File: config.mk
export PLATFORM = sky130hd
export DESIGN_NAME = icache_perf_counters
export DESIGN_NICKNAME = d
export VERILOG_FILES = /design/src/logic/icache_perf_counters.sv
export VERILOG_INCLUDE_DIRS = /design/src /design/src/logic
export SDC_FILE = /design/constraint.sdc
export NUM_CORES = 1
export LEC_CHECK = 0
export BUFFER_PORTS_ARGS = -buffer_cell sky130_fd_sc_hd__buf_2
export CAP_MARGIN = 20
export CORE_MARGIN = 2
export CORE_UTILIZATION = 45
export DETAILED_ROUTE_END_ITERATION = 10
export MAX_ROUTING_LAYER = met4
export PLACE_DENSITY = 0.69
export SYNTH_ARGS = -nofsm -noshare
export SYNTH_HDL_FRONTEND = slang
export SYNTH_SLANG_ARGS = --single-unit
File: constraint.sdc
create_clock -name clk_i -period 2.7 [get_ports clk_i]
set_input_delay 0.405 -clock clk_i [delete_from_list [all_inputs] [get_ports clk_i]]
set_output_delay 0.405 -clock clk_i [all_outputs]
set_load 0.03 [all_outputs]
File: src/logic/icache_defines.svh
// ------------------------------
// Cache geometry and counter width macros
// ------------------------------
`ifndef ICACHE_DEFINES_SVH
`define ICACHE_DEFINES_SVH

// Byte address width of the fetch path
`define ICACHE_ADDR_WIDTH 32

// One instruction word
`define ICACHE_DATA_WIDTH 32

// Two-way, 16 sets
`define ICACHE_SETS 16
`define ICACHE_WAYS 2

// Line of 4 words, 16 bytes
`define ICACHE_WORDS_PER_LINE 4

// Hit and miss counter width
`define ICACHE_PERF_WIDTH 32

`endif

File: src/logic/icache_perf_counters.sv
// ------------------------------
// Hit and miss event counters
// ------------------------------
`timescale 1ns/1ns
`include "icache_defines.svh"

module icache_perf_counters (
    input  logic                          clk_i,
    input  logic                          rst_ni,
    input  logic                          hit_evt_i,
    input  logic                          miss_evt_i,
    output logic [`ICACHE_PERF_WIDTH-1:0] perf_hit_count_o,
    output logic [`ICACHE_PERF_WIDTH-1:0] perf_miss_count_o
);

    // Both wrap at full scale
    always_ff @(posedge clk_i or negedge rst_ni) begin
        if (!rst_ni) begin
            perf_hit_count_o  <= '0;
            perf_miss_count_o <= '0;
        end else begin
            if (hit_evt_i) begin
                perf_hit_count_o <= perf_hit_count_o + 1'b1;
            end
            // Counted on acceptance, not on fill
            if (miss_evt_i) begin
                perf_miss_count_o <= perf_miss_count_o + 1'b1;
            end
        end
    end

endmodule

## Word level (Yosys, flattened, before mapping)

Cells that the tools add are included.

| storage, ports and cells | value |
|---|---|
| register bits after elaboration | 64 |
| input bits | 4 |
| output and inout bits | 64 |
| logic and storage cells | 4 |

| cells by class | value |
|---|---|
| add/sub/neg operators | 2 |

Operators with widths:

| kind | count |
|---|---|
| adder 32 x 1 -> 32 bit, second input constant | 2 |

## Logic depth before layout (Yosys ltp)

Gate-level depths: netlist of run 1.

| logic depth | value |
|---|---|
| depth after elaboration | 1 |
| depth in mapped cells | 6 |
| gate-level depth less buffers | 5 |

## Least setup slack after synthesis of run 1

OpenSTA, ideal clock, no wires.

| timing | value |
|---|---|
| kind | reg-to-reg |
| from | register perf_hit_count_o[0] |
| to | register perf_hit_count_o[20] |
| setup time | 0.134 ns |
| arrival | 1.649 ns |
| data required time | 2.566 ns |
| path slack | 0.917 ns |
| stages on the path, launching flop included | 7 |
| path buffers | 1 |
| period minus slack after synthesis | 1.783 ns |
| cells stage by stage | dfrtp_1 ha_1 nand4_1 nor4_2 buf_2 nand4_1 xnor2_1 |

| between the ends | value |
|---|---|
| cells in the longest elaborated chain, start to end | 1 |

RTL lines:

| what | RTL line | source |
|---|---|---|
| start, declared | icache_perf_counters.sv:12 | `` output logic [`ICACHE_PERF_WIDTH-1:0] perf_hit_count_o, `` |
| start signal, assigned | icache_perf_counters.sv:23 | `perf_hit_count_o <= perf_hit_count_o + 1'b1;` |
| adder 32 x 1 -> 32 bit | icache_perf_counters.sv:23 |  |

Every way passes these cells.
A chain may end at the register's enable or synchronous reset.

## Worst setup path after layout of run 1

| timing | value |
|---|---|
| from | register perf_miss_count_o[0] |
| to | register perf_miss_count_o[24] |

| between the ends | value |
|---|---|
| cells in the longest elaborated chain, start to end | 1 |

RTL lines:

| what | RTL line | source |
|---|---|---|
| start, declared | icache_perf_counters.sv:13 | `` output logic [`ICACHE_PERF_WIDTH-1:0] perf_miss_count_o `` |
| start signal, assigned | icache_perf_counters.sv:27 | `perf_miss_count_o <= perf_miss_count_o + 1'b1;` |
| adder 32 x 1 -> 32 bit | icache_perf_counters.sv:27 |  |

Every way passes these cells.

==> impl_metrics.ini, run 1 <==
[cts]
clk_path_buf_depth = 2
cts_tree = yes
clkTransAtPathRegs_ns = 0.07
cts.sinks = 64
cts_resized = 0
cts_inserted_buffers = 9
cts-htree-levels = 3
clk_latency_ns = 0.33
cts_root_buf = clkbuf_8
holdBufCountCts = 0
post_cts_buffers = 0

[pwr]
power_density_mw_per_mm2 = 696
max-vdd-ir-drop_mv = 0.433
total_power_mw = 2.49
leakage_nw = 1.81

[logic_synthesis]
syn_inst = 253
syn_area_mm2 = 0.00296
avgSynthCellArea_um2 = 11.7
synthesis.nets = 259
ys_top_cells_by_area = dfrtp_1 54%, xnor2_1 12%, xor2_1 5.9%
synth_fa_ha_area_share_pct = 0.847
synth_top_family_by_area = simple AND/OR/NAND/NOR gates
synth-seq-cells = 64
synth_area_leader_cell = dfrtp_1
synth_enable_flop_cells = 0
synth_xor_area_share_pct = 18.4
seq_area_frac_synth_pct = 54.2
yosys.area_share.simple_pct = 24.3
synth_cell_types = 29
synthFlopType = dfrtp_1
yosysWarnings = 0
synth_top_area_share_pct = 54.2
async_flop_share_pct = 100
synth_compound_area_share_pct = 0
yosys-mux-area-fraction_pct = 0.762

[finish]
final_util_pct = 56.3
final_nets = 334
area_delta_synth_final_pct = 21.0
final_cell_count_no_fill = 409
drive_gt1_share_pct = 29.5
fillCellCount = 579
insertedDiodeCount = 0
layout_common_cells = 67 x buf_2, 64 x dfrtp_1, 42 x xnor2_1
final_area_mm2 = 0.00357
layout_commonest_cell = buf_2

[global_routing]
overflow = 0
antenna_found_initial = 0
grt_pass1_vias = 2104
track_usage_pct = 18.0
grt_max_degree = 38
grt_pass1_wl_um = 10000

[sta]
rsz0062_at_grt = false
hold-worst-slack_ns = 0.0939
post-route-min-period_ns = 1.83
totalNegativeSetupSlack_ns = 0
drv_slew = 0
fin_crit_sh_pct = 67.6
setup_violations = 0
fmaxAchievable_ghz = 0.548
slew_headroom_pct = 56.5
tightest_slew_ns = 0.652
hold_viol = 0
finClkSkew_ns = 0.00834
setup_slack_ns = 0.874

[placed_design]
pre_cts_slack_ns = 0.871
gp_routability_congestion = 0.772
port_buffers = 67
hpwl_um = 4210
dpl-instance-area_mm2 = 0.00339
dp.cells = 394

[die]
fp-row-count = 29
die_w_um = 85.0
fp.dieH_um = 85.0
ios = 68
dieArea_mm2 = 0.00723
initial_core_util_pct = 46.5
core-area_mm2 = 0.00635

[route]
wire_per_inst_um = 14.3
ant_nets = 0
wirelength_um = 5850
drt_iter0_drc = 99
drc_errors = 0
viasPerCell = 5.21
first_pass_iters = 4
vias = 2129

[critical_path]
crit_buf_inv = 0
cp-start-kind = flop
path_max_fanout = 11
worstPathRequired_ns = 2.96
slowest_delay_ns = 0.43
cp_top_family = simple AND/OR/NAND/NOR gates
cp_slowest_cell = nor4_1
end_kind = flop
worstSetupPathType = flop to flop
worstPathCellList = ha_1, and4_4, nand4_2, nor4_1, xor2_1
critical_path_arrival_ns = 2.09

[job]
max-cap-violations = 0

[status]
status = finished, final reports clean

[min_path]
hp-class = input pin to async pin
[cell usage after synthesis (3+ instances only)]
master and count:
dfrtp_1 64, xnor2_1 42, nand4_1 22, nand2_1 20
xor2_1 20, nand3_1 18, and3_1 12, nor3_1 8
nor2_1 7, and2_1 6, and4_1 3, buf_2 3
inv_1 3, nor4_1 3, nor4_2 3
[final timing paths]
path,start,depth (start not counted),endpoint,slack (ns)
worst min-delay path,rst_ni,1,perf_hit_count_o[30],0.09
worst max register to register,perf_miss_count_o[0],5,perf_miss_count_o[24],0.87
worst max-delay path,perf_miss_count_o[0],5,perf_miss_count_o[24],0.87
worst min register to register,perf_hit_count_o[31],1,perf_hit_count_o[31],0.47
max in group asynchronous,rst_ni,2,perf_miss_count_o[29],1.98
min in group clk_i,hit_evt_i,2,perf_hit_count_o[0],0.31
[state kept, by name (all words and copies together) (netlist names)]
signal	flops
perf_miss_count_o	32
perf_hit_count_o	32
[per-layer routing]
| layer | routed length, um | track usage, % | share of wire (%) |
|---|---|---|---|
| met4 | 122 | 9.81 | 2.1 |
| met3 | 194 | 3.02 | 3.3 |
| met5 | 0 | - | 0 |
| met2 | 2760 | 27.6 | 47 |
| met1 | 2770 | 22.9 | 47 |
[where the power goes]
part / switching (mW) / total [mW] / leakage (nW) / internal (mW)
registers: 0.128 / 1.19 / 0.860 / 1.06
clock network: 0.343 / 0.785 / 0.0989 / 0.442
logic: 0.343 / 0.516 / 0.850 / 0.172
total: 0.814 / 2.49 / 1.81 / 1.67
[final cells by class]
type                            count  area (um^2)  area share [%]
Inverter                            3         11.3           0.315
Tap cell                           77         96.3            2.70
Clock buffer                       11          141            3.96
Sequential cell                    64         1600            44.8
Clock inverter                      4         45.0            1.26
Timing Repair Buffer               70          370            10.4
Multi-Input combinational cell    180         1310            36.6
[logic make-up (layout without fill, tap and decap cells)]
group                    after synthesis  count (layout)
adder cells (fa/ha/maj)                2               2
AND/OR/NAND/NOR                      114             114
flip-flops                            64              64
multiplexers                           2               2
XOR/XNOR                              62              62
buffers and inverters                  9              88
(Power assumes the default switching activity.)
==> inputs of run 2 (changes only) <==
Settings changed: PLACE_DENSITY 0.69 to 0.71.
Clock period 2.7 ns to 1.6 ns, I/O delays scaled along.
==> run 2 against run 1 <==
Compared with the run above:
- power rose by 74%
- hold slack improved by 0.063 ns
- clock power rose by 49%
- via count rose by 7.6%
- sequential cell count did not move
- sequential power rose by 67%
- final cell count rose by 8.3%
- critical path type unchanged
- first-iteration DRC count rose by 55%
- register-to-register slack got worse by 0.87 ns
- wire length rose by 9.9%
- largest cell class unchanged
- die area did not move
- critical path depth rose by 1
==> impl_metrics.ini, run 2 (synthesis results as in run 1) <==
[status]
status = finished, final reports clean

[route]
vias = 2291
drt_iter0_drc = 153
viasPerCell = 5.17
drc_errors = 0
wirelength_um = 6430
wire_per_inst_um = 14.5
first_pass_iters = 4
ant_nets = 0

[sta]
hold_viol = 0
finClkSkew_ns = 0.0115
post-route-min-period_ns = 1.60
fin_crit_sh_pct = 100
fmaxAchievable_ghz = 0.625
rsz0062_at_grt = true
drv_slew = 0
setup_violations = 0
tightest_slew_ns = 0.355
slew_headroom_pct = 76.1

[cts]
cts.sinks = 64
cts_root_buf = clkbuf_8
clk_latency_ns = 0.33
clk_path_buf_depth = 2
cts-htree-levels = 3
clkTransAtPathRegs_ns = 0.07
cts_tree = yes
cts_inserted_buffers = 9

[global_routing]
overflow = 0
grt_pass1_vias = 2213
grt_pass1_wl_um = 10600
antenna_found_initial = 0
track_usage_pct = 19.1
grt_max_degree = 65

[critical_path]
worstSetupPathType = flop to flop
cp-start-kind = flop
critical_path_arrival_ns = 1.81
crit_top_cell = nand4_1
rrSetupSlack_ns = 0.0004
worstPathCellList = ha_4, nand4_1, nor4_4, buf_4, nand4_1, xnor2_1
path_max_fanout = 6
end_kind = flop
worstPathRequired_ns = 1.81
r2r-end = perf_hit_count_o[20]
slowest_delay_ns = 0.42
r2r-start = perf_hit_count_o[0]
cp_slowest_cell = dfrtp_2
reg2regPathDepth = 6

[min_path]
holdPathEnd = perf_hit_count_o[0]
hp-class = input pin to flop
min-delay-start = hit_evt_i
whs_path_depth = 2

[finish]
final_nets = 367
largestRegisters = perf_hit_count_o: 32 flops, perf_miss_count_o: 32 flops
regArea_mm2 = 0.00163
layout_common_cells = 67 x buf_2, 42 x xnor2_1, 39 x dfrtp_1
insertedDiodeCount = 0
layout_commonest_cell = buf_2
fillCellCount = 524
multi_input_area_mm2 = 0.00144
drive_gt1_share_pct = 46.2
final_cell_count_no_fill = 443
area_delta_synth_final_pct = 34.3
final_area_mm2 = 0.00397

[pwr]
seqPwrFrac_pct = 46.1
internal_power_mw = 2.87
power_density_mw_per_mm2 = 1090
max-vdd-ir-drop_mv = 0.940
p_comb_share_pct = 26.7
p_sw_share_pct = 33.5
p_switching_mw = 1.45
leakage_nw = 1.97
pwr-share-clk_pct = 27.2

[die]
ios = 68
fp-row-count = 29
initial_core_util_pct = 46.5
fp.dieH_um = 85.0
core-area_mm2 = 0.00635
die_w_um = 85.0
dieArea_mm2 = 0.00723

[placed_design]
hpwl_um = 4460
dpl-instance-area_mm2 = 0.00362
dp.cells = 414
port_buffers = 67
gp_routability_congestion = 0.807

[job]
max-cap-violations = 0
## run 2: cell types whose count changed in the layout (fill, tap and decap cells not counted), sizes merged
cell	change
buf	+32
bufinv	-1
clkbuf	+3
clkinv	-1
dlygate4sd3	+1
## run 2: worst max-delay path, delay by kind of cell, from the launching register on
family / cells / cell delay, ns
fa+ha+maj: 1 / 0.14
xor+xnor: 1 / 0.14
flops: 1 / 0.42
buf+inv: 1 / 0.21
simple gates: 3 / 0.56
## run 2: final cells by class
type	instances	area share (%)
multi-input combinational	180	36.3
timing repair buffer	103	15.7
tap	77	2.43
sequential	64	41.1
clock inverter	2	0.252
inverter	3	0.284
clock buffer	14	3.85
## run 2: layer usage
layer	vias to the layer above	global-route usage, %	part of all wire, %	wire length (um)
met5	-	-	0	0
met3	6	3.89	2.9	184
met4	0	8.23	1.2	74
li1	1106	-	-	-
met1	1143	25.4	48	3070
met2	36	28.6	48	3110
## run 2: metrics by stage
step / power, mW / hold WS (ns) / setup TNS (ns) / worst slack [ns] / utilization, %
after floorplan: 2.66 / -0.0556 / -0.251 / -0.0483 / -
after global placement: 3.02 / 0.281 / 0 / 0.0679 / 57.0
after detailed placement: 3.05 / 0.284 / 0 / 0.0157 / 57.0
after CTS: 4.28 / 0.140 / 0 / 0.00664 / 60.0
after global routing: 4.57 / 0.156 / -0.675 / -0.0741 / 62.5
final: 4.32 / 0.157 / 0 / 0.000363 / 62.5
## run 2: worst max path at each step
stage / from / end / slack [ns] / cells past startpoint
final: perf_hit_count_o[0] / perf_hit_count_o[20] / 0.0004 / 6
after global routing: perf_hit_count_o[0] / perf_hit_count_o[22] / -0.07 / 6
after global placement: perf_miss_count_o[2] / perf_miss_count_o[25] / 0.07 / 4
after detailed placement: perf_miss_count_o[7] / perf_miss_count_o[25] / 0.02 / 4
after CTS: perf_miss_count_o[1] / perf_miss_count_o[30] / 0.007 / 6
after floorplan: perf_hit_count_o[0] / perf_hit_count_o[20] / -0.05 / 6
## run 2: power by group through the flow
stage	Sequential [mW]	Clock (mW)	Combinational [mW]
global route	2.02	1.30	1.26
finish	1.99	1.17	1.15
global placement	2.00	0	1.02
floorplan	2.37	0	0.289
detailed placement	2.02	0	1.03
CTS	1.98	1.22	1.09
## run 2: what timing repair did
action,in CTS,in global routing
buffers inserted,2,9
endpoints found under the setup margin,1,19
resized for setup,0,21
pin swaps,0,5
gates cloned,0,1
endpoints found under the hold margin,64,0
hold buffers,1,0
