$ cat src/logic/icache_defines.svh
// ------------------------------
// Cache geometry and counter width macros
// ------------------------------
`ifndef ICACHE_DEFINES_SVH
`define ICACHE_DEFINES_SVH

// Byte address width of the fetch path
`define ICACHE_ADDR_WIDTH 32

// One instruction word
`define ICACHE_DATA_WIDTH 32

// Two-way, 16 sets
`define ICACHE_SETS 16
`define ICACHE_WAYS 2

// Line of 4 words, 16 bytes
`define ICACHE_WORDS_PER_LINE 4

// Hit and miss counter width
`define ICACHE_PERF_WIDTH 32

`endif

$ cat src/logic/icache_addr_pkg.sv
// ------------------------------
// Address field widths, field types and field extraction
// ------------------------------
`include "icache_defines.svh"

package icache_addr_pkg;

    // Field widths, byte offset at the bottom
    localparam int BYTE_W  = $clog2(`ICACHE_DATA_WIDTH / 8);
    localparam int OFF_W   = $clog2(`ICACHE_WORDS_PER_LINE);
    localparam int INDEX_W = $clog2(`ICACHE_SETS);
    localparam int TAG_W   = `ICACHE_ADDR_WIDTH - INDEX_W - OFF_W - BYTE_W;

    typedef logic [TAG_W-1:0]                tag_t;
    typedef logic [INDEX_W-1:0]              index_t;
    typedef logic [OFF_W-1:0]                word_off_t;
    typedef logic [`ICACHE_ADDR_WIDTH-1:0]   addr_t;
    typedef logic [`ICACHE_DATA_WIDTH-1:0]   word_t;

    // Field pickers
    function automatic tag_t addr_tag(addr_t a);
        return a[`ICACHE_ADDR_WIDTH-1 -: TAG_W];
    endfunction

    function automatic index_t addr_index(addr_t a);
        return a[BYTE_W + OFF_W +: INDEX_W];
    endfunction

    function automatic word_off_t addr_off(addr_t a);
        return a[BYTE_W +: OFF_W];
    endfunction

endpackage

$ cat src/logic/icache_ctrl_pkg.sv
// ------------------------------
// Controller state enum and way number type
// ------------------------------
`include "icache_defines.svh"

package icache_ctrl_pkg;

    // One bit for two ways
    typedef logic [$clog2(`ICACHE_WAYS)-1:0] way_t;

    // Miss controller states
    typedef enum logic [2:0] {
        // Accepts requests, answers hits
        S_IDLE,
        // Line request offered to memory
        S_MISS_REQ,
        // Taking response beats
        S_FILL,
        // Missed word returned
        S_RESPOND,
        // One cycle valid clear
        S_FLUSH
    } miss_state_e;

endpackage

$ cat src/logic/icache_miss_ctrl.sv
// ------------------------------
// Miss FSM, request latch, line fetch,
// fill beat count, CPU response and flush
// ------------------------------
`timescale 1ns/1ns
`include "icache_defines.svh"

module icache_miss_ctrl (
    input  logic                       clk_i,
    input  logic                       rst_ni,
    input  logic                       cpu_req_valid_i,
    input  icache_addr_pkg::addr_t     cpu_req_addr_i,
    input  logic                       hit_i,
    input  icache_ctrl_pkg::way_t      victim_way_i,
    input  logic                       mem_req_ready_i,
    input  logic                       mem_rsp_valid_i,
    input  logic                       flush_i,
    output logic                       cpu_req_ready_o,
    output logic                       cpu_rsp_valid_o,
    output logic                       cpu_rsp_hit_o,
    output icache_addr_pkg::addr_t     lookup_addr_o,
    output logic                       mem_req_valid_o,
    output icache_addr_pkg::addr_t     mem_req_addr_o,
    output logic                       fill_we_o,
    output icache_ctrl_pkg::way_t      fill_way_o,
    output icache_addr_pkg::word_off_t fill_off_o,
    output logic                       tag_we_o,
    output logic                       flush_clear_o,
    output logic                       flush_done_o,
    output logic                       hit_evt_o,
    output logic                       miss_evt_o
);
    import icache_addr_pkg::*;
    import icache_ctrl_pkg::*;

    miss_state_e state_q, state_d;
    addr_t       req_addr_q;
    way_t        fill_way_q;
    word_off_t   beat_q;
    logic        accept;
    logic        last_beat;

    // ------------------------------
    // Handshake and strobes
    // ------------------------------
    // Flush wins over a request in idle
    assign cpu_req_ready_o = (state_q == S_IDLE) && !flush_i;
    assign accept          = cpu_req_valid_i && cpu_req_ready_o;

    // Live address in idle, latched miss address otherwise
    assign lookup_addr_o = (state_q == S_IDLE) ? cpu_req_addr_i : req_addr_q;

    // Hit answers at once; miss answers from S_RESPOND
    assign cpu_rsp_valid_o = (accept && hit_i) || (state_q == S_RESPOND);
    assign cpu_rsp_hit_o   = (state_q == S_IDLE) && hit_i;

    assign hit_evt_o  = accept && hit_i;
    assign miss_evt_o = accept && !hit_i;

    // Line base, offset and byte bits zero
    assign mem_req_valid_o = (state_q == S_MISS_REQ);
    assign mem_req_addr_o  = {addr_tag(req_addr_q), addr_index(req_addr_q),
                              {(OFF_W + BYTE_W){1'b0}}};

    // Beats arrive in ascending offset order
    assign fill_we_o  = (state_q == S_FILL) && mem_rsp_valid_i;
    assign fill_way_o = fill_way_q;
    assign fill_off_o = beat_q;
    assign last_beat  = (beat_q == word_off_t'(`ICACHE_WORDS_PER_LINE - 1));
    assign tag_we_o   = fill_we_o && last_beat;

    assign flush_clear_o = (state_q == S_FLUSH);
    assign flush_done_o  = (state_q == S_FLUSH);

    // ------------------------------
    // Next state
    // ------------------------------
    always_comb begin
        state_d = state_q;
        case (state_q)
            S_IDLE: begin
                if (flush_i) begin
                    state_d = S_FLUSH;
                end else if (accept && !hit_i) begin
                    state_d = S_MISS_REQ;
                end
            end
            S_MISS_REQ: begin
                if (mem_req_ready_i) begin
                    state_d = S_FILL;
                end
            end
            S_FILL: begin
                if (tag_we_o) begin
                    state_d = S_RESPOND;
                end
            end
            S_RESPOND: state_d = S_IDLE;
            S_FLUSH:   state_d = S_IDLE;
            default:   state_d = S_IDLE;
        endcase
    end

    // ------------------------------
    // Registers
    // ------------------------------
    always_ff @(posedge clk_i or negedge rst_ni) begin
        if (!rst_ni) begin
            state_q <= S_IDLE;
            beat_q  <= '0;
        end else begin
            state_q <= state_d;
            if (miss_evt_o) begin
                beat_q <= '0;
            end else if (fill_we_o) begin
                beat_q <= beat_q + 1'b1;
            end
        end
    end

    // Miss address and victim held for the whole fill
    always_ff @(posedge clk_i) begin
        if (accept) begin
            req_addr_q <= cpu_req_addr_i;
            fill_way_q <= victim_way_i;
        end
    end

endmodule

$ cat config.mk
export PLATFORM = sky130hd
export DESIGN_NAME = icache_miss_ctrl
export DESIGN_NICKNAME = d
export VERILOG_FILES = /design/src/logic/icache_addr_pkg.sv /design/src/logic/icache_ctrl_pkg.sv /design/src/logic/icache_miss_ctrl.sv
export VERILOG_INCLUDE_DIRS = /design/src /design/src/logic
export SDC_FILE = /design/constraint.sdc
export NUM_CORES = 1
export LEC_CHECK = 0
export ABC_AREA = 1
export BUFFER_PORTS_ARGS = -buffer_cell sky130_fd_sc_hd__buf_2
export CAP_MARGIN = 20
export CORE_ASPECT_RATIO = 1.4
export CORE_MARGIN = 2
export CORE_UTILIZATION = 40
export CTS_CLUSTER_SIZE = 8
export DETAILED_ROUTE_END_ITERATION = 10
export PLACE_DENSITY = 0.78
export SLEW_MARGIN = 20
export SYNTH_ARGS = -nofsm -noshare
export SYNTH_HDL_FRONTEND = slang
export SYNTH_SLANG_ARGS = --single-unit
export TNS_END_PERCENT = 20
$ cat constraint.sdc
create_clock -name clk_i -period 2 [get_ports clk_i]
set_clock_uncertainty 0.2 [all_clocks]
set_input_delay 0.3 -clock clk_i [delete_from_list [all_inputs] [get_ports clk_i]]
set_output_delay 0.3 -clock clk_i [all_outputs]
set_load 0.02 [all_outputs]
# Yosys cells after proc, flatten, opt, wreduce, memory -nomap -nowiden
# Index checks and enable logic that the tools add are counted.
# totals
reg_bits	38
out_inout_bits	77
# classes
n_addsub	1
eq_ne	8
muxes	8
reduce_logical	13
# op_table
cell	n
2-to-1 mux 32 bit	1
2-to-1 mux 3 bit	4
one-hot mux 3 bit (3 select lines)	1
logical AND 1 bit	7
equality test 3 x 2 -> 1 bit, second input constant	2
2-to-1 mux 2 bit	2
inequality test 2 bit, second input constant	2
equality test 3 x 1 -> 1 bit, second input constant	1
equality test 3 bit, second input constant	1
logical NOT 3 bit	1
inequality test 3 bit, second input constant	1
AND reduction 3 bit	1
adder 2 x 1 -> 2 bit, second input constant	1
equality test 2 bit, second input constant	1
logical NOT 1 bit	2
nonzero test 2 bit	1
logical OR 1 bit	1

# Longest topological paths before layout
# depth
depth_word	7
mapped_depth	8
mapped_depth_nobuf	8

# Worst setup path before layout
# No wires, ideal clock.
# synth_path
path_kind	reg-to-reg
from	reg state_q[1]
to	reg fill_way_q, in the netlist fill_way_o (enable)
setup_time_ns	0.388
arrival_ns	1.624
path_slack_ns	-0.212
path_stages_with_launch	6
n_path_buf	0
cell_sequence	dfrtp_1 inv_2 nand3_4 nor2_4 nand2_1 inv_1
# synth_via
elab_chain_len	3
# synth_rtl
element	line_no	rtl
start: declaration	icache_miss_ctrl.sv:36	miss_state_e state_q, state_d;
start signal: assignment	icache_miss_ctrl.sv:112	state_q <= state_d;
logical NOT 3 bit	icache_miss_ctrl.sv:47	assign cpu_req_ready_o = (state_q == S_IDLE) && !flush_i;
logical AND 1 bit	icache_miss_ctrl.sv:47	
named net cpu_req_ready_o	icache_miss_ctrl.sv:18	output logic cpu_req_ready_o,
logical AND 1 bit	icache_miss_ctrl.sv:48	assign accept = cpu_req_valid_i && cpu_req_ready_o;
end signal: assignment	icache_miss_ctrl.sv:125	fill_way_q <= victim_way_i;
end: declaration	icache_miss_ctrl.sv:38	way_t fill_way_q;
# The timed path passes the listed nets, and every way through them passes these cells.
# A chain may end at the register's enable or synchronous reset.

# Worst setup path after layout
# layout_path
from	reg state_q[0]
to	out lookup_addr_o[7]
# layout_via
elab_chain_len	2
# layout_rtl
element	line_no	rtl
logical NOT 3 bit	icache_miss_ctrl.sv:51	assign lookup_addr_o = (state_q == S_IDLE) ? cpu_req_addr_i : req_addr_q;
2-to-1 mux 32 bit	icache_miss_ctrl.sv:51	
end: declaration	icache_miss_ctrl.sv:21	output icache_addr_pkg::addr_t lookup_addr_o,
# Every way passes these cells.

==> metrics.md <==
| Metric | Value |
|---|---|
| Clock H-tree levels | 2 |
| Period utilisation layout | 1.020 |
| Sw Share | 0.3764 |
| Fin cells | 335 |
| HP Class | in -> reg |
| Complex-gate fraction of the synthesized area | 0.009587 |
| Worst slack, placed | between 150 and 200 ps |
| P_int | 2.616 mW |
| Ant diodes | 0 |
| Routed WL per cell | 13.72 um |
| Clock sink total | 38 |
| Root Driver | clkbuf_8 |
| WP data required | 1500 ps |
| Yosys reg bits | 38 |
| Wirelength, routed | around 4600 um |
| Count of cell types in the netlist | 21 |
| TritonCTS buffer count | 5 |
| Worst VDD drop | between 0.7 and 0.8 mV |
| DR DRC count | 0 |
| Mapped Area | roughly 0.0021 sq mm |
| Combinational share of power | 0.599 |
| Clock network power share | 0.146 |
| Area Growth Syn to Fin | 45.42% |
| Worst-Skew Late Latency | about 280 ps |
| Post-route setup slack | -40.87 ps |
| # IOs | between 100 and 150 |
| CTS tree | yes |
| Leak pwr | between 1 and 1.5 nW |
| Syn_area_per_cell | roughly 14 sq um |
| WS Path Type | reg -> out |
| Final setup fails | 23 |
| CP max FO | 19 |
| Initial drt markers | 36 |
| Psw | between 1.5 and 2 mW |
| Setup TNS | -427.7 ps |
| Die X | around 65 um |
| Final hold vios | 0 |
| Unrepaired setup endpoints after global routing | true |
| Vias in the first global route | between 1000 and 1500 |
| F_max | between 400 and 500 MHz |
| Post-synthesis xor/xnor area fraction | 0.004194 |
| Layout cells sized above 1 | 0.6283 |
| Gpl congestion | 0.7032 |
| Number of max-cap violations | 0 |
| Total Routing Usage GR | 0.1317 |
| Startpoint types | flop |
| Inst Count DP | 301 |
| Reg power frac | 0.255 |
| Status | complete, but fails checks |
| Via/cell ratio | approximately 4.4 |
| Die H | roughly 89 um |
| Starting Density | 0.4079 |
| IO Port Bufs | 112 |
| Pin count of the biggest net entering global routing | 21 |
| Total grt overflow | 0 |
| Crit path DAT | approximately 1500 ps |
| CP endpoint kind | output pin |
| Detail Route Antenna Nets | 0 |
| HPWL after DPL | between 3000 and 4000 um |
| Final Critical Period | between 2000 and 2500 ps |
| Std cell rows | 31 |
| Largest family of logic cells by synthesized area | multiplexers |
| Multiplexer share of the synthesized area | 0.2229 |
| Power per cell area | about 1400 mW/mm^2 |
| Synthesis warning total | 0 |
| Seq/Total Area, Yosys | 0.5345 |
| Worst-path clk slew | around 70 ps |
| First-pass GRT wire length | roughly 5800 um |
| Synth Instances | approximately 150 |
| Synth Area in Simple Gates | 0.06291 |
| Via Count | between 1000 and 1500 |
| Max-slew violations | 0 |
| Violated checks | negative setup slack |
| Clock Path Buffers | 2 |
| Core ar. | roughly 0.0051 sq mm |
| Die ar. | 0.005823 sq mm |
| Nets | 309 |
| Initial antenna violation count | 0 |
| 1st-pass router iterations | 4 |
| Synth Area in Adders | 0.005992 |
-- final cells by class --
class	instances	area (sq um)
clock buffer	7	76.32
clock inverter	1	30.03
fill	439	2083
inverter	13	52.55
multi-input combinational	68	668.1
sequential	38	1116
tap	66	82.58
timing repair buffer	142	1011
-- power by group through the flow --
| stage | clock network, mW | logic, mW | registers (mW) |
|---|---|---|---|
| after floorplan | 0 | 1.64 | 1.10 |
| after global placement | 0 | 2.09 | 1.08 |
| after detailed placement | 0 | 2.12 | 1.09 |
| after CTS | 0.645 | 2.21 | 1.06 |
| after global routing | 0.682 | 2.65 | 1.08 |
| final | 0.613 | 2.51 | 1.07 |
-- flip-flops by register name (all words and copies together), names as in the netlist --
signal and count:
req_addr_q 32, state_q 3, fill_off_o 2, fill_way_o 1
-- metal layers --
layer / global-route usage / wire (um) / part of all wire / vias to the layer above
met3: 0.03526 / 267 / 0.058 / 2
met1: 0.1394 / 1671 / 0.36 / 696
met5: 0 / 0 / 0 / -
met4: 0.05114 / 40 / 0.0087 / 0
li1: - / - / - / 713
met2: 0.2484 / 2615 / 0.57 / 61
-- path summary, 6_finish.rpt --
| path | startpoint | end | slack [ps] | cells after the start |
|---|---|---|---|---|
| max | state_q[0] | lookup_addr_o[7] | -40 | 5 |
| max reg2reg | state_q[0] | req_addr_q[19] | 340 | 6 |
| min in group asynchronous | rst_ni | state_q[1] | 150 | 2 |
| min | cpu_req_addr_i[16] | req_addr_q[16] | 10 | 1 |
| max in group asynchronous | rst_ni | state_q[0] | 1320 | 2 |
| min reg2reg | fill_off_o[0] | fill_off_o[0] | 390 | 2 |
-- cells by family after synthesis --
group / after synthesis
buffers and inverters: 49
other: 1
XOR/XNOR: 1
AO/OA/AOI/OAI: 4
flip-flops: 38
adder cells (fa/ha/maj): 1
AND/OR/NAND/NOR: 26
multiplexers: 32
-- cell usage in the layout (no fill, tap or decap), drive strengths merged, types with 2 or more instances in the layout --
cell,instances
edfxtp,33
mux2,32
conb,4
dfrtp,5
nand2,8
clkbuf,7
nor3,2
buf,120
o21ai,3
nor2,11
dlygate4sd3,22
inv,12
nand3,5
-- Yosys cell counts, drive strengths merged --
library cell	n	area, sq um
a21oi	1	5.000
nor2	11	53.80
nand3	5	37.54
nand2	8	30.03
nor3	2	10.01
mux2	32	465.4
ha	1	12.51
edfxtp	33	991.0
conb	1	3.750
inv	13	48.80
xnor2	1	8.760
dfrtp	5	125.1
o21ai	3	15.01
buf	36	281.5
-- stage by stage --
step           cell area, sq um  power (mW)    util  hold slack (ps)
2_1_floorplan              2103       2.748       -           -195.6
3_3_place_gp               2520       3.170  0.4922           -79.29
3_5_place_dp               2520       3.209  0.4922           -79.81
4_1_cts                    2748       3.917  0.5367           0.2796
5_1_grt                    3037       4.415  0.5931            1.179
6_report                   3037       4.195  0.5931            13.17
-- worst max-delay path: stages (launching register included) --
cell and delay, ps:
dfrtp_1 400, inv_2 90, nand3_4 110, buf_12 190, mux2_4 300, buf_2 160
-- what timing repair did --
| item | in CTS | in global routing |
|---|---|---|
| setup buffers | 2 | 2 |
| hold endpoints to repair | 13 | 13 |
| gates resized for setup | 6 | 45 |
| setup endpoints to repair | 34 | 35 |
| hold buffers | 9 | 13 |
| pin swaps | 0 | 0 |
(Power assumes the default switching activity.)
