## config.mk

```make
export PLATFORM = sky130hd
export DESIGN_NAME = icache_tag_array
export DESIGN_NICKNAME = d
export VERILOG_FILES = /design/src/logic/icache_addr_pkg.sv /design/src/logic/icache_ctrl_pkg.sv /design/src/logic/icache_tag_array.sv
export VERILOG_INCLUDE_DIRS = /design/src /design/src/logic
export SDC_FILE = /design/constraint.sdc
export NUM_CORES = 1
export LEC_CHECK = 0
export ABC_CLOCK_PERIOD_IN_PS = 6600
export BUFFER_PORTS_ARGS = -buffer_cell sky130_fd_sc_hd__buf_2
export CELL_PAD_IN_SITES_DETAIL_PLACEMENT = 1
export CELL_PAD_IN_SITES_GLOBAL_PLACEMENT = 1
export CORE_MARGIN = 10
export CORE_UTILIZATION = 30
export CTS_CLUSTER_SIZE = 25
export DETAILED_ROUTE_END_ITERATION = 8
export PLACE_DENSITY = 0.44
export SYNTH_ARGS = -nofsm -noshare
export SYNTH_HDL_FRONTEND = slang
export SYNTH_SLANG_ARGS = --single-unit
```

## constraint.sdc

```tcl
create_clock -name clk_i -period 6.6 [get_ports clk_i]
set_input_delay 0.33 -clock clk_i [delete_from_list [all_inputs] [get_ports clk_i]]
set_output_delay 0.33 -clock clk_i [all_outputs]
set_load 0.01 [all_outputs]
```

## src/logic/icache_defines.svh

```systemverilog
// ------------------------------
// Cache geometry and counter width macros
// ------------------------------
`ifndef ICACHE_DEFINES_SVH
`define ICACHE_DEFINES_SVH

// Byte address width of the fetch path
`define ICACHE_ADDR_WIDTH 32

// One instruction word
`define ICACHE_DATA_WIDTH 32

// Two-way, 16 sets
`define ICACHE_SETS 16
`define ICACHE_WAYS 2

// Line of 4 words, 16 bytes
`define ICACHE_WORDS_PER_LINE 4

// Hit and miss counter width
`define ICACHE_PERF_WIDTH 32

`endif

```

## src/logic/icache_addr_pkg.sv

```systemverilog
// ------------------------------
// Address field widths, field types and field extraction
// ------------------------------
`include "icache_defines.svh"

package icache_addr_pkg;

    // Field widths, byte offset at the bottom
    localparam int BYTE_W  = $clog2(`ICACHE_DATA_WIDTH / 8);
    localparam int OFF_W   = $clog2(`ICACHE_WORDS_PER_LINE);
    localparam int INDEX_W = $clog2(`ICACHE_SETS);
    localparam int TAG_W   = `ICACHE_ADDR_WIDTH - INDEX_W - OFF_W - BYTE_W;

    typedef logic [TAG_W-1:0]                tag_t;
    typedef logic [INDEX_W-1:0]              index_t;
    typedef logic [OFF_W-1:0]                word_off_t;
    typedef logic [`ICACHE_ADDR_WIDTH-1:0]   addr_t;
    typedef logic [`ICACHE_DATA_WIDTH-1:0]   word_t;

    // Field pickers
    function automatic tag_t addr_tag(addr_t a);
        return a[`ICACHE_ADDR_WIDTH-1 -: TAG_W];
    endfunction

    function automatic index_t addr_index(addr_t a);
        return a[BYTE_W + OFF_W +: INDEX_W];
    endfunction

    function automatic word_off_t addr_off(addr_t a);
        return a[BYTE_W +: OFF_W];
    endfunction

endpackage

```

## src/logic/icache_ctrl_pkg.sv

```systemverilog
// ------------------------------
// Controller state enum and way number type
// ------------------------------
`include "icache_defines.svh"

package icache_ctrl_pkg;

    // One bit for two ways
    typedef logic [$clog2(`ICACHE_WAYS)-1:0] way_t;

    // Miss controller states
    typedef enum logic [2:0] {
        // Accepts requests, answers hits
        S_IDLE,
        // Line request offered to memory
        S_MISS_REQ,
        // Taking response beats
        S_FILL,
        // Missed word returned
        S_RESPOND,
        // One cycle valid clear
        S_FLUSH
    } miss_state_e;

endpackage

```

## src/logic/icache_tag_array.sv

```systemverilog
// ------------------------------
// Valid and tag storage, two-way lookup,
// round-robin victim pointers and flush clear
// ------------------------------
`timescale 1ns/1ns
`include "icache_defines.svh"

module icache_tag_array (
    input  logic                   clk_i,
    input  logic                   rst_ni,
    input  icache_addr_pkg::addr_t lookup_addr_i,
    input  logic                   tag_we_i,
    input  logic                   flush_clear_i,
    output logic                   hit_o,
    output icache_ctrl_pkg::way_t  hit_way_o,
    output icache_ctrl_pkg::way_t  victim_way_o
);
    import icache_addr_pkg::*;
    import icache_ctrl_pkg::*;

    // Storage per way and set
    logic   valid_q [`ICACHE_WAYS][`ICACHE_SETS];
    tag_t   tag_q   [`ICACHE_WAYS][`ICACHE_SETS];
    // Next way to replace, per set
    way_t   victim_q [`ICACHE_SETS];

    index_t                  idx;
    tag_t                    tag;
    logic [`ICACHE_WAYS-1:0] way_hit;

    assign idx = addr_index(lookup_addr_i);
    assign tag = addr_tag(lookup_addr_i);

    // ------------------------------
    // Lookup
    // ------------------------------
    always_comb begin
        for (int w = 0; w < `ICACHE_WAYS; w++) begin
            way_hit[w] = valid_q[w][idx] && (tag_q[w][idx] == tag);
        end
    end

    assign hit_o = |way_hit;

    // Encode hitting way, at most one is set
    always_comb begin
        hit_way_o = '0;
        for (int w = 0; w < `ICACHE_WAYS; w++) begin
            if (way_hit[w]) begin
                hit_way_o = way_t'(w);
            end
        end
    end

    assign victim_way_o = victim_q[idx];

    // ------------------------------
    // Valid bits and victim pointers
    // ------------------------------
    always_ff @(posedge clk_i or negedge rst_ni) begin
        if (!rst_ni) begin
            for (int s = 0; s < `ICACHE_SETS; s++) begin
                for (int w = 0; w < `ICACHE_WAYS; w++) begin
                    valid_q[w][s] <= 1'b0;
                end
                victim_q[s] <= '0;
            end
        end else if (flush_clear_i) begin
            // Whole cache invalid, pointers kept
            for (int s = 0; s < `ICACHE_SETS; s++) begin
                for (int w = 0; w < `ICACHE_WAYS; w++) begin
                    valid_q[w][s] <= 1'b0;
                end
            end
        end else if (tag_we_i) begin
            valid_q[victim_q[idx]][idx] <= 1'b1;
            // Advance to the other way
            victim_q[idx] <= victim_q[idx] + 1'b1;
        end
    end

    // Tag written with the last fill beat
    always_ff @(posedge clk_i) begin
        if (tag_we_i) begin
            tag_q[victim_q[idx]][idx] <= tag;
        end
    end

endmodule

```

-- After elaboration in Yosys (flattened, before gate mapping)
Memories as Yosys holds them, arrays and structs flattened.
Cells that the tools add are included.
- input port bits: 36
- memories: 1
- RAM bits: 768
- output and inout bits: 3
- register bits after elaboration: 48
- word-level logic and storage cells: 94
- memories (memory ; depth ; width ; read ports ; clocked after memory_dff ; wr ports ; RTL line ; text):
    tag_q ; 2 ; 384 ; 2 ; 0 ; 1 ; icache_tag_array.sv:23 ; tag_t tag_q [`ICACHE_WAYS][`ICACHE_SETS];
- reduce and logical (&&, ||, !) cells: 7
- add/subtract/negate cells: 1
- muxes and demuxes: 27
- magnitude comparators: 4
- bitwise gates (word level): 4
- eq/ne operators: 2
- operators by type and width (cell ; number):
    $mux W384 ; 1
    $bmux W24 S4 ; 2
    $mux W24 ; 5
    $demux W24 S4 ; 1
    $mux W32 ; 2
    $eq A24 B24 Y1 ; 2
    $or A32 B32 Y32 ; 1
    $bwmux W16 ; 1
    $demux W16 S1 ; 1
    $mux W16 ; 1
    $bmux W1 S4 ; 3
    $mux W1 ; 9
    $ge A5 B5 Y1 const B ; 1
    $lt A5 B1 Y1 const B ; 1
    $not A4 Y5 ; 1
    $demux W1 S4 ; 1
    $logic_and A1 B1 Y1 ; 4
    $ge A2 B2 Y1 const B ; 1
    $lt A2 B1 Y1 const B ; 1
    $not A1 Y2 ; 1
    $reduce_and A2 Y1 ; 1
    $reduce_bool A2 Y1 ; 1
    $reduce_or A2 Y1 ; 1
    $add A1 B1 Y1 const B ; 1
    $not A1 Y1 ; 1

-- Depth between registers and ports, before layout
Gate-level depths: netlist of the first run.
- depth after elaboration: 12
- mapped depth: 14
- mapped depth without buffers: 7

-- Worst setup path after synthesis of the first run
Ideal clock, no wire load.
- path kind: input port to flip-flop
- from: input lookup_addr_i[5]
- to: memory tag_q[1][0] (netlist name), enable pin
- stages: 8
- slack: 3198 ps
- data required time: 6194 ps
- buffers on the path: 6
- library setup time: 406 ps
- data arrival time: 2996 ps
- cell sequence: buf_2 -> buf_4 -> buf_4 -> clkbuf_1 -> buf_2 -> buf_2 -> nand3_1 -> nor2_1
- cells in the longest elaborated chain, start to end: 6
- elaborated cells on any way between the ends: 10
- classes of those cells: order compare (2); mux (6); bitwise (1); reduce/logical (1)
- RTL lines (element ; RTL line ; text):
    from (decl) ; icache_tag_array.sv:11 ; input icache_addr_pkg::addr_t lookup_addr_i,
    $not A4 Y5 (not written as such) * ; icache_tag_array.sv:85 ; tag_q[victim_q[idx]][idx] <= tag;
    $ge A5 B5 Y1 (not written as such) / $lt A5 B1 Y1 (equally long branches) ; icache_tag_array.sv:85 ;
    $logic_and A1 B1 Y1 (not written as such) ; icache_tag_array.sv:85 ;
    $mux W24 (not written as such) ; icache_tag_array.sv:85 ;
    $demux W24 S4 ; icache_tag_array.sv:85 ;
    $mux W384 (not written as such) ; icache_tag_array.sv:85 ;
    to (decl) ; icache_tag_array.sv:23 ;
Mark *: on every way between the ends. The rest lies on a longest branch, timed or not. The select of a mux whose other input is x is not followed.

-- Worst setup path in the final report of the first run
- from: input lookup_addr_i[4]
- to: output hit_o
- cells in the longest elaborated chain, start to end: 7
- elaborated cells on any way between the ends: 18
- classes of those cells: eq/ne (2); mux (12); bitwise (1); reduce/logical (3)
- RTL lines (element ; RTL line ; text):
    $not A4 Y5 (not written as such) * ; icache_tag_array.sv:39 ; way_hit[w] = valid_q[w][idx] && (tag_q[w][idx] == tag);
    $bmux W24 S4 ; icache_tag_array.sv:39 ;
    $mux W24 (not written as such) (2 in a row) ; icache_tag_array.sv:39 ;
    $eq A24 B24 Y1 ; icache_tag_array.sv:39 ;
    $logic_and A1 B1 Y1 ; icache_tag_array.sv:39 ;
    $reduce_or A2 Y1 * ; icache_tag_array.sv:43 ; assign hit_o = |way_hit;
    to (decl) ; icache_tag_array.sv:14 ; output logic hit_o,
Marks and branches as above.

==> impl_results.md, run 1 <==
- EDFF count, synth: 768
- Clk_lat worst skew: 0.65 ns
- Worst min-delay path class: primary input to flop
- Initial core utilization: 30.3%
- Die width: 349 µm
- Initial DRC count: 1173
- Peak supply drop: 0.000212 V
- Synthesis-to-layout area growth: 15.9%
- Final Hold Viols: 0
- Final worst-path cycle share: 70.4%
- Share of cells above drive strength 1: 27.6%
- HPWL after DPL: 53400 µm
- Reg clk slew, reported paths: 0.06 ns
- Dpl cells: 2980
- Drt pass-1 iters: 4
- Residual DRC: 0
- Largest area contributor in the netlist: edfxtp_1
- Final Max Tran Viols: 0
- Fin nets: 1709
- Crit end category: output pin
- Maximum clock rate: 215 MHz
- Setup Viol. Count Final: 0
- Clock Sinks: 816
- Worst-Margin Slew: 1.15 ns
- Port Buf Inserts: 34
- Final cell count without fillers: 3157
- P_leak: 12.0 nW
- Final hold slack: 0.225 ns
- Sequential fraction of the synthesis area: 74.8%
- Seq. cell area: 24300 µm²
- Crit path time final: 4.65 ns
- Power, Total: 11.7 mW
- Status: finished clean
- CTS Buf Count: 93
- Overall Global Routing Usage: 15.4%
- Worst Skew: 0.0227 ns
- Worst R2R Path Depth: 4
- List of most frequent post-synthesis cells: edfxtp_1 (768), mux4_2 (197), nor2_1 (104)
- Routed wire length: 94000 µm
- Syn Area/Cell: 20.7 µm²
- Pin count of the biggest net entering global routing: 65
- Top post-synthesis cells by area: edfxtp_1 (71%), mux4_2 (14%), dfrtp_1 (3.7%)
- Row count: 120
- Most common cell in the synthesized netlist: edfxtp_1
- Antenna violations before repair: 6
- Crit path arrival time: 4.32 ns
- Post-synth top area share: 71.1%
- # resized after CTS: 0
- CTS tree: yes
- Die Y: 349 µm
- CORE AREA: 107000 µm²
- Vias in the first global route: 17.4k
- Synthesized instance count: 1564
- CTS root buf: clkbuf_16
- Setup Fix Bufs, Post-CTS: 0
- Top Ports: 39
- Startpoint Class: primary input
- Placement Cell Area: 34600 µm²
- Max_slew headroom: 22.9%
- DR vias: 16.1k
- Unrepaired setup endpoints after global routing: false
- Vias/cell: 5.10
- Total grt overflow: 0
- PD cells: 310 nW/µm²
- Area of the multi-input gates: 7800 µm²
- Die Area: 122000 µm²
- Yosys reg bits: 816
- Ys Warns: 0
- Routed len/inst: 29.8 µm
- Asr flop ratio synth: 5.88%
- Syn_nets: 1600
- Post-route ant nets: 0
- CP Data Required Time: 6.27 ns
- Crit Path Category: primary input to output pin
- Max capacitance violation total: 0
- CP Max Fanout: 62
- Finished Cell Area: 37600 µm²
- Synth Cell Area: 32400 µm²
- Top FF cell, synth: edfxtp_1
- H-tree depth: 3
- Fillers: 10.5k
- Yosys cell types: 68
- Worst Hold Depth: 2
- Final setup TNS: 0 ns
- First-pass GRT wire length: 133000 µm
- CTS Buffer Depth: 3
- GP Congestion: 0.704
[final cells by class]
class | instances | area share, %
clock inverter | 58 | 1.32
inverter | 21 | 0.210
sequential | 816 | 64.5
timing repair buffer | 96 | 1.82
tap | 1403 | 4.67
multi-input combinational | 645 | 20.8
clock buffer | 117 | 6.68
antenna | 1 | 0.00666
[state kept, by name, indices dropped and copies added, names as in the netlist]
register	cells
valid_q	32
victim_q	16
tag_q	768
[layer usage]
metal | GRT usage, % | part of all wire [%] | vias to the layer above
li1 | - | - | 6734
met1 | 21.7 | 47 | 8845
met2 | 24.2 | 46 | 369
met3 | 2.71 | 4.5 | 136
met4 | 4.20 | 2.1 | 4
met5 | 0 | 0.026 | -
[layout by cell type (no fill, tap or decap), types with 19 or more instances in the layout]
master and instances:
o21ai_0 23, clkinv_1 22, a21oi_1 24, nand2_1 22, xnor2_1 38, clkbuf_16 96, buf_2 31, edfxtp_1 768
a22o_1 19, dfrtp_1 48, nor2_1 71, buf_4 60, mux4_2 197, clkinv_2 20, nor2_4 33, mux2i_1 52
inv_1 20
[stage by stage]
step | setup slack (ns) | util, %
after global routing | 1.65 | 35.1
after CTS | 1.77 | 35.1
after global placement | 1.83 | 32.3
after floorplan | 3.20 | -
final | 1.95 | 35.1
after detailed placement | 1.80 | 32.3
[what timing repair did]
action	CTS	global route
endpoints found under the setup margin	0	0
hold buffers	1	0
hold endpoints to repair	48	0
[cells by family (layout without fill, tap and decap cells)]
kind of cell	after synthesis	count (layout)	synth area share, %
DFF	816	816	74.8
muxes	256	256	15.8
other	0	1	0
buffers and inverters	103	292	1.92
xor gates and xnor gates	45	45	1.22
AOI/OAI and AO/OA	159	159	3.70
and+or+nand+nor	185	185	2.60
[worst max-delay path, cell delays in order]
cell,delay [ns]
buf_8,0.56
buf_4,0.66
mux4_2,0.60
a221oi_1,0.36
xnor2_1,0.11
nor4_1,0.81
nand4_1,0.28
o22ai_2,0.30
buf_2,0.20
[power breakdown]
group / leakage (nW) / total (mW) / internal (mW) / switching, mW
clock: 1.48 / 5.10 / 3.00 / 2.09
sequential: 7.55 / 5.79 / 5.76 / 0.0299
combinational: 2.92 / 0.759 / 0.263 / 0.496
total: 12.0 / 11.7 / 9.03 / 2.62
[final timing paths]
check / to / slack [ns] / startpoint
worst min register to register: valid_q[24]$_DFFE_PN0P_ / 0.50 / valid_q[24]$_DFFE_PN0P_
max in group asynchronous: valid_q[19]$_DFFE_PN0P_ / 5.78 / rst_ni
worst max register to register: tag_q[1][286]$_DFFE_PP_ / 3.66 / victim_q[6]$_DFFE_PN0P_
worst min-delay path: tag_q[0][153]$_DFFE_PP_ / 0.22 / lookup_addr_i[17]
worst max-delay path: hit_o / 1.95 / lookup_addr_i[4]
min in group asynchronous: valid_q[15]$_DFFE_PN0P_ / 0.34 / rst_ni
Power figures use the tool's default switching activity.
==> run 2: changes to the inputs <==
- ABC_CLOCK_PERIOD_IN_PS: 6600 -> 4100
- PLACE_DENSITY: 0.44 -> 0.46
- clock period: 6.6 -> 4.1 ns (I/O delays scaled with it)
==> run 2 against run 1 <==
Via count up 0.67%. First-iteration DRC count up 5.4%. Combinational power rose by 67%. Cell area grew 1.2%. Sequential cell count unchanged. Worst setup slack got worse by 1.7 ns. Worst hold slack worse by 0.15 ns. Critical endpoint unchanged. Largest cell class unchanged.
==> impl_results.md, run 2 (synthesized netlist as in run 1, its figures left out) <==
- Reg clk slew, reported paths: 0.06 ns (about the same)
- Max_slew headroom: 41.7% (was 22.9%)
- Dpl cells: 3025 (was 2980)
- Crit-path slowest cell: mux4_2 (was nor4_1)
- Crit path time final: 3.88 ns
- Final worst-path cycle share: 94.7%
- Share of cells above drive strength 1: 28.9% (was 27.6%)
- Final Hold Viols: 0 (unchanged)
- Setup Viol. Count Final: 0 (unchanged)
- Maximum clock rate: 257 MHz
- Fillers: 10.5k (about the same)
- CP Data Required Time: 3.89 ns (was 6.27 ns)
- CTS root buf: clkbuf_16 (unchanged)
- Die width: 349 µm (unchanged)
- H-tree depth: 3 (unchanged)
- HPWL after DPL: 55100 µm (was 53400 µm)
- Crit path arrival time: 3.68 ns (was 4.32 ns)
- PD cells: 486 nW/µm² (was 310 nW/µm²)
- Pin count of the biggest net entering global routing: 62 (was 65)
- Synthesis-to-layout area growth: 17.4% (was 15.9%)
- Top cell by count, worst path: buf_4
- Antenna violations before repair: 9 (was 6)
- Max incr delay on CP: 0.50 ns (was 0.81 ns)
- Routed len/inst: 29.2 µm (was 29.8 µm)
- First-pass GRT wire length: 134000 µm (was 133000 µm)
- Largest register FFs: 768 (unchanged)
- Die Y: 349 µm (unchanged)
- CP Max Fanout: 2 (was 62)
- Worst-Margin Slew: 0.875 ns (was 1.15 ns)
- Unrepaired setup endpoints after global routing: false (unchanged)
- Residual DRC: 0 (unchanged)
- Top Ports: 39 (unchanged)
- Drt pass-1 iters: 5 (was 4)
- Clock Sinks: 816 (unchanged)
- Critical path, cell by cell: mux4_2 > mux4_2 > xnor2_1 > buf_4 > nand3_1 > nor4b_1 > buf_4 > nand4_1 > buf_4 > o22ai_2 > buf_2 (was buf_8 > buf_4 > mux4_2 > a221oi_1 > xnor2_1 > nor4_1 > nand4_1 > o22ai_2 > buf_2)
- Placement Cell Area: 35100 µm² (was 34600 µm²)
- Commonest cells after routing, fill and taps aside: edfxtp_1 (768), mux4_2 (197), clkbuf_16 (95), buf_4 (91), nor2_1 (71) (was edfxtp_1 (768), mux4_2 (197), clkbuf_16 (96), nor2_1 (71), buf_4 (60))
- Post-route ant nets: 0 (unchanged)
- Most common cell after layout, fill and taps aside: edfxtp_1 (unchanged)
- Status: finished clean (unchanged)
- Fin nets: 1763 (was 1709)
- Final Max Tran Viols: 0 (unchanged)
- Setup Fix Bufs, Post-CTS: 0 (unchanged)
- Crit end category: output pin (unchanged)
- Port Buf Inserts: 34 (unchanged)
- Die Area: 122000 µm² (unchanged)
- Overall Global Routing Usage: 15.3% (was 15.4%)
- Clk_lat worst skew: 0.64 ns (was 0.65 ns)
- Routed wire length: 93600 µm (was 94000 µm)
- Final setup TNS: 0 ns (unchanged)
- Startpoint Class: flop (was primary input)
- Crit Path Category: flop to output pin (was primary input to output pin)
- Vias/cell: 5.05 (was 5.10)
- DR vias: 16.2k (was 16.1k)
- Total grt overflow: 0 (unchanged)
- Worst Skew: 0.0199 ns (was 0.0227 ns)
- Vias in the first global route: 17.5k (was 17.4k)
- CTS tree: yes (unchanged)
- CTS Buf Count: 92 (was 93)
- Worst min-delay path class: primary input to flop (unchanged)
- CTS Buffer Depth: 3 (unchanged)
- GP Congestion: 0.750 (was 0.704)
- Finished Cell Area: 38100 µm² (was 37600 µm²)
- Initial DRC count: 1236 (was 1173)
- P_leak: 12.2 nW (was 12.0 nW)
- CORE AREA: 107000 µm² (unchanged)
- Initial core utilization: 30.3% (unchanged)
- Peak supply drop: 0.000308 V (was 0.000212 V)
- Row count: 120 (unchanged)
- Max capacitance violation total: 0 (unchanged)
- Final cell count without fillers: 3205 (was 3157)
[run 2: cell count changes in the layout (fill, tap and decap cells not counted), sizes merged]
cell | before | now
bufinv | 8 | 7
clkbuf | 117 | 111
clkinvlp | 3 | 1
buf | 95 | 140
clkinv | 44 | 45
dlygate4sd3 | 1 | 11
inv | 24 | 22
diode | 1 | 4
[run 2: worst paths after layout]
check | from | to | slack [ns] | cells after the start
worst min register to register | valid_q[22]$_DFFE_PN0P_ | valid_q[22]$_DFFE_PN0P_ | 0.50 | 2
worst min-delay path | lookup_addr_i[28] | tag_q[1][140]$_DFFE_PP_ | 0.08 | 1
max in group asynchronous | rst_ni | valid_q[10]$_DFFE_PN0P_ | 3.35 | 3
worst max register to register | victim_q[6]$_DFFE_PN0P_ | tag_q[1][278]$_DFFE_PP_ | 1.35 | 5
min in group asynchronous | rst_ni | valid_q[28]$_DFFE_PN0P_ | 0.24 | 3
worst max-delay path | tag_q[1][10]$_DFFE_PP_ | hit_o | 0.22 | 11
[run 2: report_power, final]
group | leakage (nW) | switching, mW | internal [mW]
registers | 7.55 | 0.0479 | 9.28
clock network | 1.42 | 3.26 | 4.64
logic | 3.24 | 0.801 | 0.468
[run 2: area by class of cell]
cell class              count  area, µm²  area share, %
inverters                  21       78.8          0.207
clock buffers             111       2440           6.40
flip-flops and latches    816      24300           63.7
well taps                1403       1760           4.61
repair buffers            151       1300           3.41
multi-input cells         645       7800           20.5
clock inverters            54        423           1.11
diodes                      4       10.0         0.0263
[run 2: what timing repair did]
item                                   in CTS  in global routing
endpoints found under the hold margin     145                  0
hold buffers                               11                  0
resized for setup                           0                  1
setup endpoints to repair                   0                  2
[run 2: routing by layer]
| metal | GRT usage, % | vias to the layer above | wire [µm] |
|---|---|---|---|
| met4 | 3.91 | 0 | 1990 |
| met2 | 25.5 | 354 | 45800 |
| li1 | - | 6832 | - |
| met3 | 2.19 | 121 | 3840 |
| met1 | 20.9 | 8888 | 42000 |
| met5 | 0 | - | 0 |
[run 2: critical path: cells and delay by family (launching register included)]
kind | cells | cell delay, ns
DFF | 1 | 0.35
buffers and inverters | 4 | 0.72
AOI/OAI and AO/OA | 1 | 0.25
xor gates and xnor gates | 1 | 0.19
muxes | 2 | 0.99
and+or+nand+nor | 3 | 0.54
[run 2: per-stage QoR]
| stage | util [%] | total power [mW] | setup slack (ns) | hold WS [ns] |
|---|---|---|---|---|
| floorplan | - | 10.2 | 0.823 | -0.0906 |
| finish | 35.5 | 18.5 | 0.216 | 0.0786 |
| global route | 35.5 | 19.2 | 0.0655 | 0.0560 |
| global placement | 32.7 | 10.8 | 0.311 | 0.381 |
| detailed placement | 32.7 | 10.8 | 0.302 | 0.387 |
| CTS | 35.5 | 18.8 | 0.0285 | 0.0447 |
==> run 3: changes to the inputs <==
- MAX_ROUTING_LAYER: default -> met4
==> run 3 against run 2 <==
Worst hold slack worse by 0.0047 ns. Clock power hardly changed. Sequential power hardly changed. Largest cell class unchanged. Highest routed layer unchanged.
==> impl_results.md, run 3 (synthesized netlist as in run 1, its figures left out) <==
- Vias in the first global route: 17.5k (about the same)
- Final Hold Viols: 0 (unchanged)
- Crit path arrival time: 3.66 ns (was 3.68 ns)
- Initial DRC count: 1178 (was 1236)
- Worst Hold Depth: 1 (unchanged)
- Initial core utilization: 30.3% (unchanged)
- Clk pwr share: 42.7% (about the same)
- CORE AREA: 107000 µm² (unchanged)
- Startpoint Class: flop (unchanged)
- Psw: 4.11 mW (about the same)
- Flop pwr share: 50.4% (about the same)
- Clock Sinks: 816 (unchanged)
- HPWL after DPL: 55100 µm (unchanged)
- Share of cells above drive strength 1: 28.9% (unchanged)
- Vias/cell: 5.05 (about the same)
- Final setup TNS: 0 ns (unchanged)
- Crit end category: output pin (unchanged)
- Die width: 349 µm (unchanged)
- CP Max Fanout: 2 (unchanged)
- Fin nets: 1763 (unchanged)
- DR vias: 16.2k (about the same)
- Commonest cells after routing, fill and taps aside: edfxtp_1 (768), mux4_2 (197), clkbuf_16 (95), buf_4 (91), nor2_1 (71) (unchanged)
- Critical path, cell by cell: mux4_1 > mux4_2 > xnor2_1 > nand2_1 > a2111oi_2 > or4b_4 > o22ai_2 > buf_2 (was mux4_2 > mux4_2 > xnor2_1 > buf_4 > nand3_1 > nor4b_1 > buf_4 > nand4_1 > buf_4 > o22ai_2 > buf_2)
- Maximum clock rate: 259 MHz (was 257 MHz)
- Pin count of the biggest net entering global routing: 62 (unchanged)
- Most common cell after layout, fill and taps aside: edfxtp_1 (unchanged)
- Final core occ: 35.5% (about the same)
- Max incr delay on CP: 0.57 ns (was 0.50 ns)
- Largest register FFs: 768 (unchanged)
- Setup Fix Bufs, Post-CTS: 0 (unchanged)
- Crit path time final: 3.86 ns (was 3.88 ns)
- Total grt overflow: 0 (unchanged)
- Routed len/inst: 29.2 µm (about the same)
- CTS root buf: clkbuf_16 (unchanged)
- Routed wire length: 93500 µm (was 93600 µm)
- Peak supply drop: 0.000309 V (was 0.000308 V)
- Gate power share: 6.8% (was 6.9%)
- Max_slew headroom: 42.4% (was 41.7%)
- CTS tree: yes (unchanged)
- GP Congestion: 0.760 (was 0.750)
- Port Buf Inserts: 34 (unchanged)
- CP Data Required Time: 3.89 ns (about the same)
- Final worst-path cycle share: 94.2% (was 94.7%)
- Final Max Tran Viols: 0 (unchanged)
- Residual DRC: 0 (unchanged)
- Synthesis-to-layout area growth: 17.3% (was 17.4%)
- Cell-internal power: 14.4 mW (about the same)
- CTS Buffer Depth: 3 (unchanged)
- Max capacitance violation total: 0 (unchanged)
- Drt pass-1 iters: 5 (unchanged)
- Reg clk slew, reported paths: 0.06 ns (about the same)
- Worst Skew: 0.0239 ns (was 0.0199 ns)
- Status: finished clean (unchanged)
- Die Area: 122000 µm² (unchanged)
- Crit Path Category: flop to output pin (unchanged)
- Setup Viol. Count Final: 0 (unchanged)
- Crit-path slowest cell: or4b_4 (was mux4_2)
- Top Ports: 39 (unchanged)
- First-pass GRT wire length: 134000 µm (about the same)
- PD cells: 486 nW/µm² (about the same)
- Worst min-delay path class: primary input to flop (unchanged)
- Final hold slack: 0.0739 ns (was 0.0786 ns)
- Unrepaired setup endpoints after global routing: false (unchanged)
- P_leak: 12.2 nW (unchanged)
- Overall Global Routing Usage: 15.8% (was 15.3%)
- Antenna violations before repair: 9 (unchanged)
- Die Y: 349 µm (unchanged)
- Clk_lat worst skew: 0.64 ns (about the same)
- Row count: 120 (unchanged)
- Switching part of the total: 22.2% (about the same)
- Worst-Margin Slew: 0.863 ns (was 0.875 ns)
- Post-route ant nets: 0 (unchanged)
- CTS Buf Count: 92 (unchanged)
- Worst R2R Path Depth: 5 (unchanged)
- H-tree depth: 3 (unchanged)
run 3: area by class of cell:
type / instances / area [µm²]
timing repair buffer: 151 / 1300
multi-input combinational: 645 / 7800
clock buffer: 111 / 2440
inverter: 21 / 78.8
tap: 1403 / 1760
antenna: 1 / 2.50
sequential: 816 / 24300
clock inverter: 54 / 423
fill: 10500 / 69100
run 3: worst max-delay path, delay by kind of cell, from the launching register on:
| kind | cells | cell delay, ns |
|---|---|---|
| buffers and inverters | 1 | 0.19 |
| muxes | 2 | 1.01 |
| xor gates and xnor gates | 1 | 0.23 |
| DFF | 1 | 0.36 |
| AOI/OAI and AO/OA | 2 | 0.48 |
| and+or+nand+nor | 2 | 0.76 |
run 3: repair_timing:
action | in CTS | in global routing
endpoints found under the setup margin | 0 | 2
gates resized for setup | 0 | 1
hold buffers | 11 | 0
endpoints found under the hold margin | 145 | 0
run 3: layer usage:
metal  GRT usage, %  up-vias  share of wire (%)
met2           25.5      357                 49
met3           2.16      129                4.0
li1               -     6832                  -
met1           21.0     8863                 45
met4           3.91        0                2.2
met5              -        -                  0
run 3: path summary, 6_finish.rpt:
check	start	slack (ns)	end
hold reg to reg	valid_q[22]$_DFFE_PN0P_	0.50	valid_q[22]$_DFFE_PN0P_
min in group asynchronous	rst_ni	0.24	valid_q[18]$_DFFE_PN0P_
hold / removal	lookup_addr_i[28]	0.07	tag_q[1][140]$_DFFE_PP_
setup reg to reg	victim_q[6]$_DFFE_PN0P_	1.35	tag_q[1][278]$_DFFE_PP_
max in group asynchronous	rst_ni	3.35	valid_q[9]$_DFFE_PN0P_
setup / recovery	tag_q[1][59]$_DFFE_PP_	0.24	hit_o
run 3: metrics by stage:
stage	worst slack, ns	power [mW]	instances	cell area (µm²)
finish	0.238	18.5	3202	38100
global route	0.0654	19.2	3202	38100
CTS	0.0285	18.8	3201	38100
detailed placement	0.302	10.8	3025	35100
global placement	0.311	10.8	3025	35100
floorplan	0.823	10.2	1564	32400
run 3: power by group through the flow:
stage / logic, mW / clock network (mW) / registers [mW]
3_3_place_gp: 1.27 / 0 / 9.49
4_1_cts: 1.31 / 8.14 / 9.33
2_1_floorplan: 0.708 / 0 / 9.48
5_1_grt: 1.37 / 8.49 / 9.33
6_report: 1.27 / 7.90 / 9.33
3_5_place_dp: 1.29 / 0 / 9.50
